===== config.mk =====
export PLATFORM = sky130hd
export DESIGN_NAME = iq_dump_top
export DESIGN_NICKNAME = d
export VERILOG_FILES = /design/src/design/iq_pkg.sv /design/src/design/uart_pkg.sv /design/src/design/capture_buffer.sv /design/src/design/dump_control.sv /design/src/design/iq_dump_top.sv /design/src/design/iq_integrator.sv /design/src/design/uart_tx.sv
export SDC_FILE = /design/constraint.sdc
export NUM_CORES = 2
export LEC_CHECK = 0
export BUFFER_PORTS_ARGS = -buffer_cell sky130_fd_sc_hd__buf_2
export CORE_UTILIZATION = 60
export DETAILED_ROUTE_END_ITERATION = 8
export GPL_ROUTABILITY_DRIVEN = 1
export PLACE_DENSITY = 0.77
export REMOVE_ABC_BUFFERS = 1
export SLEW_MARGIN = 20
export SYNTH_ARGS = -nofsm -noshare
export SYNTH_HDL_FRONTEND = slang
export SYNTH_SLANG_ARGS = --single-unit
export TNS_END_PERCENT = 30

===== constraint.sdc =====
create_clock -name clk -period 4.7 [get_ports clk]
set_clock_uncertainty 0.15 [all_clocks]
set_input_delay 1.41 -clock clk [delete_from_list [all_inputs] [get_ports clk]]
set_output_delay 1.41 -clock clk [all_outputs]
set_load 0.02 [all_outputs]

===== src/design/iq_pkg.sv =====
`default_nettype none

package iq_pkg;

    // one integrated component, I or Q
    typedef logic signed [7:0] sample_t;

    // one buffer word
    typedef struct packed {
        sample_t q;
        sample_t i;
    } iq_pair_t;

    localparam sample_t SAMPLE_MAX = 8'sd127;
    localparam sample_t SAMPLE_MIN = -8'sd128;

endpackage

`default_nettype wire


===== src/design/uart_pkg.sv =====
`default_nettype none

package uart_pkg;

    localparam int DATA_BITS = 8;

    // start + data + stop
    localparam int FRAME_BITS = DATA_BITS + 2;

    localparam logic START_LEVEL = 1'b0;
    localparam logic STOP_LEVEL = 1'b1; // also the idle level

    typedef logic [DATA_BITS-1:0] uart_byte_t;

endpackage

`default_nettype wire


===== src/design/capture_buffer.sv =====
`default_nettype none

module capture_buffer #(
    parameter int  DEPTH = 256,
    localparam int ADDR_W = $clog2(DEPTH)
) (
    input  logic              clk,
    input  logic              wr_en,
    input  logic [ADDR_W-1:0] addr,
    input  iq_pkg::iq_pair_t  wr_data,
    output iq_pkg::iq_pair_t  rd_data
);

    iq_pkg::iq_pair_t mem [DEPTH];

    always_ff @(posedge clk) begin
        if (wr_en) begin
            mem[addr] <= wr_data;
        end
        rd_data <= mem[addr]; // one cycle read latency
    end

endmodule

`default_nettype wire


===== src/design/dump_control.sv =====
`default_nettype none

module dump_control #(
    parameter int  DEPTH = 256,
    localparam int ADDR_W = $clog2(DEPTH)
) (
    input  logic                 clk,
    input  logic                 reset,
    input  logic                 rearm,
    input  logic                 sample_valid,
    input  iq_pkg::iq_pair_t     sample,
    output logic                 wr_en,
    output logic [ADDR_W-1:0]    addr,
    output iq_pkg::iq_pair_t     wr_data,
    input  iq_pkg::iq_pair_t     rd_data,
    output logic                 tx_start,
    output uart_pkg::uart_byte_t tx_data,
    input  logic                 busy,
    output logic                 capturing,
    output logic                 dumping
);

    typedef logic [ADDR_W-1:0] addr_t;

    typedef enum logic [2:0] {
        st_capture,
        st_fetch,
        st_send_i,
        st_send_q,
        st_idle
    } state_t;

    state_t state;
    addr_t  addr_q;
    logic   wait_busy; // strobe sent, busy not yet seen
    logic   draining;
    logic   send_ok;
    logic   last_addr;

    assign draining = busy || wait_busy;
    assign send_ok = !busy && !wait_busy;
    assign last_addr = (addr_q == addr_t'(DEPTH - 1));

    assign wr_en = (state == st_capture) && sample_valid;
    assign wr_data = sample;
    assign addr = addr_q;

    assign capturing = (state == st_capture);
    // last frame still on the line counts as dumping
    assign dumping = (state == st_fetch) || (state == st_send_i) || (state == st_send_q)
                     || ((state == st_idle) && draining);

    always_ff @(posedge clk) begin
        if (reset) begin
            state <= st_capture;
            addr_q <= '0;
            wait_busy <= 1'b0;
            tx_start <= 1'b0;
        end else begin
            tx_start <= 1'b0;
            if (busy) begin
                wait_busy <= 1'b0;
            end
            case (state)
                st_capture: begin
                    if (sample_valid) begin
                        if (last_addr) begin
                            addr_q <= '0;
                            state <= st_fetch;
                        end else begin
                            addr_q <= addr_t'(addr_q + 1'b1);
                        end
                    end
                end
                st_fetch: begin
                    state <= st_send_i; // rd_data valid next cycle
                end
                st_send_i: begin
                    if (send_ok) begin
                        tx_start <= 1'b1;
                        wait_busy <= 1'b1;
                        state <= st_send_q;
                    end
                end
                st_send_q: begin
                    if (send_ok) begin
                        tx_start <= 1'b1;
                        wait_busy <= 1'b1;
                        if (last_addr) begin
                            addr_q <= '0;
                            state <= st_idle;
                        end else begin
                            addr_q <= addr_t'(addr_q + 1'b1);
                            state <= st_fetch;
                        end
                    end
                end
                st_idle: begin
                    if (rearm && !draining) begin
                        state <= st_capture;
                    end
                end
                default: state <= st_idle;
            endcase
        end
    end

    always_ff @(posedge clk) begin
        if (send_ok && (state == st_send_i)) begin
            tx_data <= uart_pkg::uart_byte_t'(rd_data.i);
        end else if (send_ok && (state == st_send_q)) begin
            tx_data <= uart_pkg::uart_byte_t'(rd_data.q);
        end
    end

    start_when_idle: assert property (@(posedge clk) disable iff (reset)
        tx_start |-> !busy);

    // no write outside a capture that reset or rearm started
    write_in_capture: assert property (@(posedge clk) disable iff (reset)
        !capturing && !rearm |=> !wr_en);

endmodule

`default_nettype wire


===== src/design/iq_dump_top.sv =====
`default_nettype none

module iq_dump_top #(
    parameter int WINDOW = 64,
    parameter int DEPTH = 256,
    parameter int CLKS_PER_BIT = 40
) (
    input  logic clk,
    input  logic reset,
    input  logic sig,
    input  logic rearm,
    output logic tx,
    output logic capturing,
    output logic dumping
);

    localparam int ADDR_W = $clog2(DEPTH);

    logic                 sample_valid;
    iq_pkg::iq_pair_t     sample;
    logic                 wr_en;
    logic [ADDR_W-1:0]    addr;
    iq_pkg::iq_pair_t     wr_data;
    iq_pkg::iq_pair_t     rd_data;
    logic                 tx_start;
    uart_pkg::uart_byte_t tx_data;
    logic                 busy;

    iq_integrator #(
        .WINDOW(WINDOW)
    ) u_iq_integrator (
        .clk(clk),
        .reset(reset),
        .sig(sig),
        .sample_valid(sample_valid),
        .sample(sample)
    );

    capture_buffer #(
        .DEPTH(DEPTH)
    ) u_capture_buffer (
        .clk(clk),
        .wr_en(wr_en),
        .addr(addr),
        .wr_data(wr_data),
        .rd_data(rd_data)
    );

    dump_control #(
        .DEPTH(DEPTH)
    ) u_dump_control (
        .clk(clk),
        .reset(reset),
        .rearm(rearm),
        .sample_valid(sample_valid),
        .sample(sample),
        .wr_en(wr_en),
        .addr(addr),
        .wr_data(wr_data),
        .rd_data(rd_data),
        .tx_start(tx_start),
        .tx_data(tx_data),
        .busy(busy),
        .capturing(capturing),
        .dumping(dumping)
    );

    uart_tx #(
        .CLKS_PER_BIT(CLKS_PER_BIT)
    ) u_uart_tx (
        .clk(clk),
        .reset(reset),
        .tx_start(tx_start),
        .tx_data(tx_data),
        .tx(tx),
        .busy(busy)
    );

endmodule

`default_nettype wire


===== src/design/iq_integrator.sv =====
`default_nettype none

module iq_integrator #(
    parameter int WINDOW = 64
) (
    input  logic             clk,
    input  logic             reset,
    input  logic             sig,
    output logic             sample_valid,
    output iq_pkg::iq_pair_t sample
);

    localparam int WIN_W = $clog2(WINDOW);
    localparam int ACC_W = WIN_W + 2; // holds +-WINDOW

    typedef logic [WIN_W-1:0] win_cnt_t;
    typedef logic signed [ACC_W-1:0] acc_t;

    localparam acc_t PLUS_ONE = 1;
    localparam acc_t MINUS_ONE = -1;

    logic [1:0] phase;
    win_cnt_t   win_cnt;
    acc_t       acc_i;
    acc_t       acc_q;
    acc_t       sum_i;
    acc_t       sum_q;
    logic       i_pos;
    logic       q_pos;
    logic       window_end;

    // compared as int, the accumulator can be narrower than a sample
    function automatic iq_pkg::sample_t clamp(input acc_t v);
        if (int'(v) > int'(iq_pkg::SAMPLE_MAX)) begin
            return iq_pkg::SAMPLE_MAX;
        end
        if (int'(v) < int'(iq_pkg::SAMPLE_MIN)) begin
            return iq_pkg::SAMPLE_MIN;
        end
        return iq_pkg::sample_t'(v);
    endfunction

    assign i_pos = ~phase[1];          // + in phases 0 and 1
    assign q_pos = phase[1] ^ phase[0]; // + in phases 1 and 2
    assign window_end = (win_cnt == win_cnt_t'(WINDOW - 1));

    // sig is +1 when high, -1 when low
    always_comb begin
        sum_i = acc_i + ((sig == i_pos) ? PLUS_ONE : MINUS_ONE);
        sum_q = acc_q + ((sig == q_pos) ? PLUS_ONE : MINUS_ONE);
    end

    always_ff @(posedge clk) begin
        if (reset) begin
            phase <= 2'd0;
            win_cnt <= '0;
            acc_i <= '0;
            acc_q <= '0;
            sample_valid <= 1'b0;
        end else begin
            phase <= phase + 2'd1; // free running
            sample_valid <= window_end;
            if (window_end) begin
                win_cnt <= '0;
                acc_i <= '0;
                acc_q <= '0;
            end else begin
                win_cnt <= win_cnt_t'(win_cnt + 1'b1);
                acc_i <= sum_i;
                acc_q <= sum_q;
            end
        end
    end

    always_ff @(posedge clk) begin
        if (window_end) begin
            sample.i <= clamp(sum_i); // includes the last bit of the window
            sample.q <= clamp(sum_q);
        end
    end

    single_strobe: assert property (@(posedge clk) disable iff (reset)
        sample_valid |=> !sample_valid);

endmodule

`default_nettype wire


===== src/design/uart_tx.sv =====
`default_nettype none

module uart_tx #(
    parameter int CLKS_PER_BIT = 40
) (
    input  logic                 clk,
    input  logic                 reset,
    input  logic                 tx_start,
    input  uart_pkg::uart_byte_t tx_data,
    output logic                 tx,
    output logic                 busy
);

    localparam int BAUD_W = (CLKS_PER_BIT > 1) ? $clog2(CLKS_PER_BIT) : 1;
    localparam int IDX_W = $clog2(uart_pkg::FRAME_BITS);

    typedef logic [BAUD_W-1:0] baud_cnt_t;
    typedef logic [IDX_W-1:0] bit_idx_t;

    baud_cnt_t baud_cnt;
    bit_idx_t  bit_idx;
    logic [uart_pkg::FRAME_BITS-2:0] shift; // data bits then stop
    logic      bit_done;

    assign bit_done = (baud_cnt == baud_cnt_t'(CLKS_PER_BIT - 1));

    always_ff @(posedge clk) begin
        if (reset) begin
            tx <= uart_pkg::STOP_LEVEL;
            busy <= 1'b0;
            baud_cnt <= '0;
            bit_idx <= '0;
        end else if (!busy) begin
            if (tx_start) begin
                tx <= uart_pkg::START_LEVEL;
                busy <= 1'b1;
                baud_cnt <= '0;
                bit_idx <= '0;
            end
        end else if (bit_done) begin
            baud_cnt <= '0;
            if (bit_idx == bit_idx_t'(uart_pkg::FRAME_BITS - 1)) begin
                busy <= 1'b0; // stop bit complete
            end else begin
                tx <= shift[0];
                bit_idx <= bit_idx_t'(bit_idx + 1'b1);
            end
        end else begin
            baud_cnt <= baud_cnt_t'(baud_cnt + 1'b1);
        end
    end

    // lsb first
    always_ff @(posedge clk) begin
        if (!busy && tx_start) begin
            shift <= {uart_pkg::STOP_LEVEL, tx_data};
        end else if (busy && bit_done) begin
            shift <= shift >> 1;
        end
    end

    // frame must end on the stop level
    line_idle_high: assert property (@(posedge clk) disable iff (reset)
        !busy |-> tx == uart_pkg::STOP_LEVEL);

endmodule

`default_nettype wire


==> flow_summary.toml <==
[yosys]
synth_area_leader_cell = "sky130_fd_sc_hd__edfxtp_1"
ys_types = 47
synth.top_cell.area_share_pct = 77.9
synthesis.area_per_instance_sq_um = 23.0
synthCells = 6921
netlist_top_cells_count = "4,128 x sky130_fd_sc_hd__edfxtp_1, 1,024 x sky130_fd_sc_hd__mux4_2, 289 x sky130_fd_sc_hd__nor2_1, 256 x sky130_fd_sc_hd__a22o_1, 253 x sky130_fd_sc_hd__clkbuf_1"
post_synth_instance_area_sq_um = 159000
most_used_dff_post_synth = "sky130_fd_sc_hd__edfxtp_1"
postSynthRegisterBits = 4195
synth_sequential_area_ratio_pct = 78.8
post-synth-top-count-cell = "sky130_fd_sc_hd__edfxtp_1"
netlist_top_cells_area = "sky130_fd_sc_hd__edfxtp_1 78%, sky130_fd_sc_hd__mux4_2 14%, sky130_fd_sc_hd__a22o_1 1.4%"
synth_enable_flop_cells = 4128
yosysWarnings = 0
postSynth.asyncResetShare_pct = 0

[floorplanning]
floorplan.core_area_sq_um = 263000
design.portCount = 7
fp-row-count = 188
die_outline_width_microns = 517
floorplan.initialDensity_pct = 60.5
die_h_microns = 517
die-area_sq_um = 267000

[clocking]
hold_fix_buffer_count_after_cts = 0
postCtsSetupBuffers = 0
clk_transition_reported_paths_ns = 0.06
cts_tree = "yes"
post_cts_resize_count = 0
clkLatencyLatePin_ns = 0.93
h-tree-depth = 5
numCtsBuffers = 398
cell_chosen_for_the_clock_root = "sky130_fd_sc_hd__clkbuf_16"
clock_tree.buffer_depth = 4
tritoncts_num_sinks = 4195

[place]
placedCellCount = 10500
placer_s_final_routability_congestion_estimate = 0.875
dpl-instance-area_sq_um = 166000
portBuffers = 6
hpwl_mm = 214

[cells_and_area]
drive_gt1_share_pct = 27.6
finalInstanceArea_sq_um = 179000
fin_nets = 7415
final_cell_count_no_fill = 11200
fill_cells = 15100
fin_util_pct = 68.0
area_growth_syn_to_layout_pct = 12.5

[power]
leakage_nw = 55.0
power-per-cell-area_nw_per_um2 = 406
share_seq_of_total_power_pct = 55.8
irDropWorstVdd_mv = 0.368
swShare_pct = 19.1
p_int_w = 0.0587
p_sw_w = 0.0139
clockPowerShare_pct = 43.6
power.combinational.fraction_pct = 0.6

[sta]
post_route_setup_tns_ns = 0
report.final.slew_viol_count = 0
timing.final.crit_share_pct = 92.8
worst_slew_margin_rel_pct = 13.6
hold_viol = 0
crit_path_time_final_ns = 4.36
rsz0062_at_grt = "false"
worst_slew_pin_slew_ns = 1.30
hold_slack_ns = 0.307
setup_viol = 0
fmax_mhz = 229

[job]
timing.max_cap.violations = 0

[critical_path]
worstPathMaxFanout = 7
critical_path_required_ns = 3.14
reg2reg_from = "u_dump_control.addr[0]"
rr_worst_depth = 8
worstSetupStartpointType = "register"
timing.critical_path.from = "u_dump_control.state[0]"
worstSetupEndpointType = "output port"
arrival_ns = 2.80
crit_path_max_incr_delay_ns = 0.95
criticalPathCategory = "reg2out"
worst_path_cell_chain = "nor2_1, o21ai_0, buf_2"
rrSetupSlack_ns = 0.46
worst_r2r_endpoint = "u_capture_buffer.rd_data[1]"
critical_path.slowest_cell = "sky130_fd_sc_hd__o21ai_0"

[drt]
dr.pass1.iters = 9
detail_route.drc_violations = 0
via_count = 79800
routed_wl_mm = 399
detail_route.vias_per_cell = 7.10
drtIter0Drc = 12600
final_antenna_net_count = 0
wire_per_inst_microns = 35.5

[min_path]
hold_path.startpoint = "u_iq_integrator.win_cnt[0]"
hold_depth = 1
holdCritPathClass = "reg2reg"
min_to = "u_iq_integrator.win_cnt[0]"

[global_route]
overflow = 0
grt_use_total_pct = 30.0
antenna_found_initial = 15
grt_first_pass_wirelength_mm = 569
number_of_global_route_vias_before_repair = 78800
maximum_number_of_pins_on_one_net_before_global_route_repair = 229

[status]
outcome = "complete, no violations"
[critical path: cells and delay by family (launching register included)]
family / cells / cell delay [ns]
buffers and inverters: 1 / 0.33
DFF: 1 / 0.45
and+or+nand+nor: 1 / 0.14
AOI/OAI and AO/OA: 1 / 0.95
[final cells by class]
type	count	area, sq um	area share [%]
inverters	13	48.8	0.0273
diodes	5	12.5	0.00699
clock buffers	522	10700	5.97
well taps	3515	4400	2.46
flip-flops and latches	4195	125000	70.0
repair buffers	496	4640	2.60
clock inverters	210	2090	1.17
multi-input cells	2285	31700	17.7
[sequential cells by signal, indices dropped and copies added, names as in the netlist]
name / flops
u_capture_buffer.mem: 4096
u_capture_buffer.rd_data: 16
u_iq_integrator.sample: 16
u_uart_tx.shift: 9
u_dump_control.addr: 8
u_dump_control.tx_data: 8
u_iq_integrator.acc_i: 8
u_iq_integrator.acc_q: 8
u_iq_integrator.win_cnt: 6
u_uart_tx.baud_cnt: 6
u_uart_tx.bit_idx: 4
u_dump_control.state: 3
u_iq_integrator.phase: 2
u_dump_control.tx_start: 1
u_dump_control.wait_busy: 1
u_iq_integrator.sample_valid: 1
u_uart_tx.busy: 1
u_uart_tx.tx: 1
[worst max-delay path by stage]
| stage | end | cells past startpoint |
|---|---|---|
| floorplan | u_capture_buffer.mem[167][0] | 3 |
| global placement | u_iq_integrator.acc_q[7] | 11 |
| detailed placement | u_capture_buffer.rd_data[3] | 8 |
| CTS | dumping | 3 |
| global route | u_capture_buffer.rd_data[2] | 9 |
| finish | dumping | 3 |
[cell usage in the layout (no fill, tap or decap), types with 36 or more instances in the layout]
| cell type | instances |
|---|---|
| sky130_fd_sc_hd__nor2_1 | 286 |
| sky130_fd_sc_hd__clkbuf_1 | 104 |
| sky130_fd_sc_hd__buf_4 | 417 |
| sky130_fd_sc_hd__o22ai_1 | 128 |
| sky130_fd_sc_hd__a221oi_1 | 251 |
| sky130_fd_sc_hd__clkinv_1 | 65 |
| sky130_fd_sc_hd__mux4_2 | 1024 |
| sky130_fd_sc_hd__edfxtp_1 | 4128 |
| sky130_fd_sc_hd__dfxtp_1 | 65 |
| sky130_fd_sc_hd__clkinv_2 | 70 |
| sky130_fd_sc_hd__buf_12 | 70 |
| sky130_fd_sc_hd__bufinv_16 | 36 |
| sky130_fd_sc_hd__o21ai_1 | 54 |
| sky130_fd_sc_hd__a22o_1 | 256 |
| sky130_fd_sc_hd__clkbuf_16 | 403 |
[metrics by stage]
stage / setup WS, ns / power [W]
after floorplan: -40.78 / 0.0417
final: 0.339 / 0.0726
after detailed placement: 0.579 / 0.0418
after global routing: 0.386 / 0.0742
after global placement: 0.404 / 0.0418
after CTS: 0.421 / 0.0728
[cells by family after synthesis]
kind of cell / count (synthesis) / synth area share [%]
DFF: 4195 / 78.8
muxes: 1040 / 14.6
AOI/OAI and AO/OA: 755 / 3.72
buffers and inverters: 441 / 1.36
and+or+nand+nor: 441 / 1.21
xor gates and xnor gates: 27 / 0.149
adders and majority gates: 22 / 0.182
[metal layers]
layer | wire length (microns) | vias to the layer above | track usage (%)
li1 | - | 30800 | -
met1 | 141000 | 41700 | 41.5
met2 | 192000 | 6292 | 46.9
met3 | 47600 | 969 | 6.97
met4 | 18200 | 24 | 12.0
met5 | 154 | - | 0
[power groups by stage]
stage / clock network, W / logic, W / registers [W]
2_1_floorplan: 0 / 0.000338 / 0.0413
3_3_place_gp: 0 / 0.000425 / 0.0413
3_5_place_dp: 0 / 0.000432 / 0.0413
4_1_cts: 0.0319 / 0.000442 / 0.0405
5_1_grt: 0.0332 / 0.000493 / 0.0405
6_report: 0.0317 / 0.000442 / 0.0405
No activity file was read; power rests on OpenSTA's default activity.
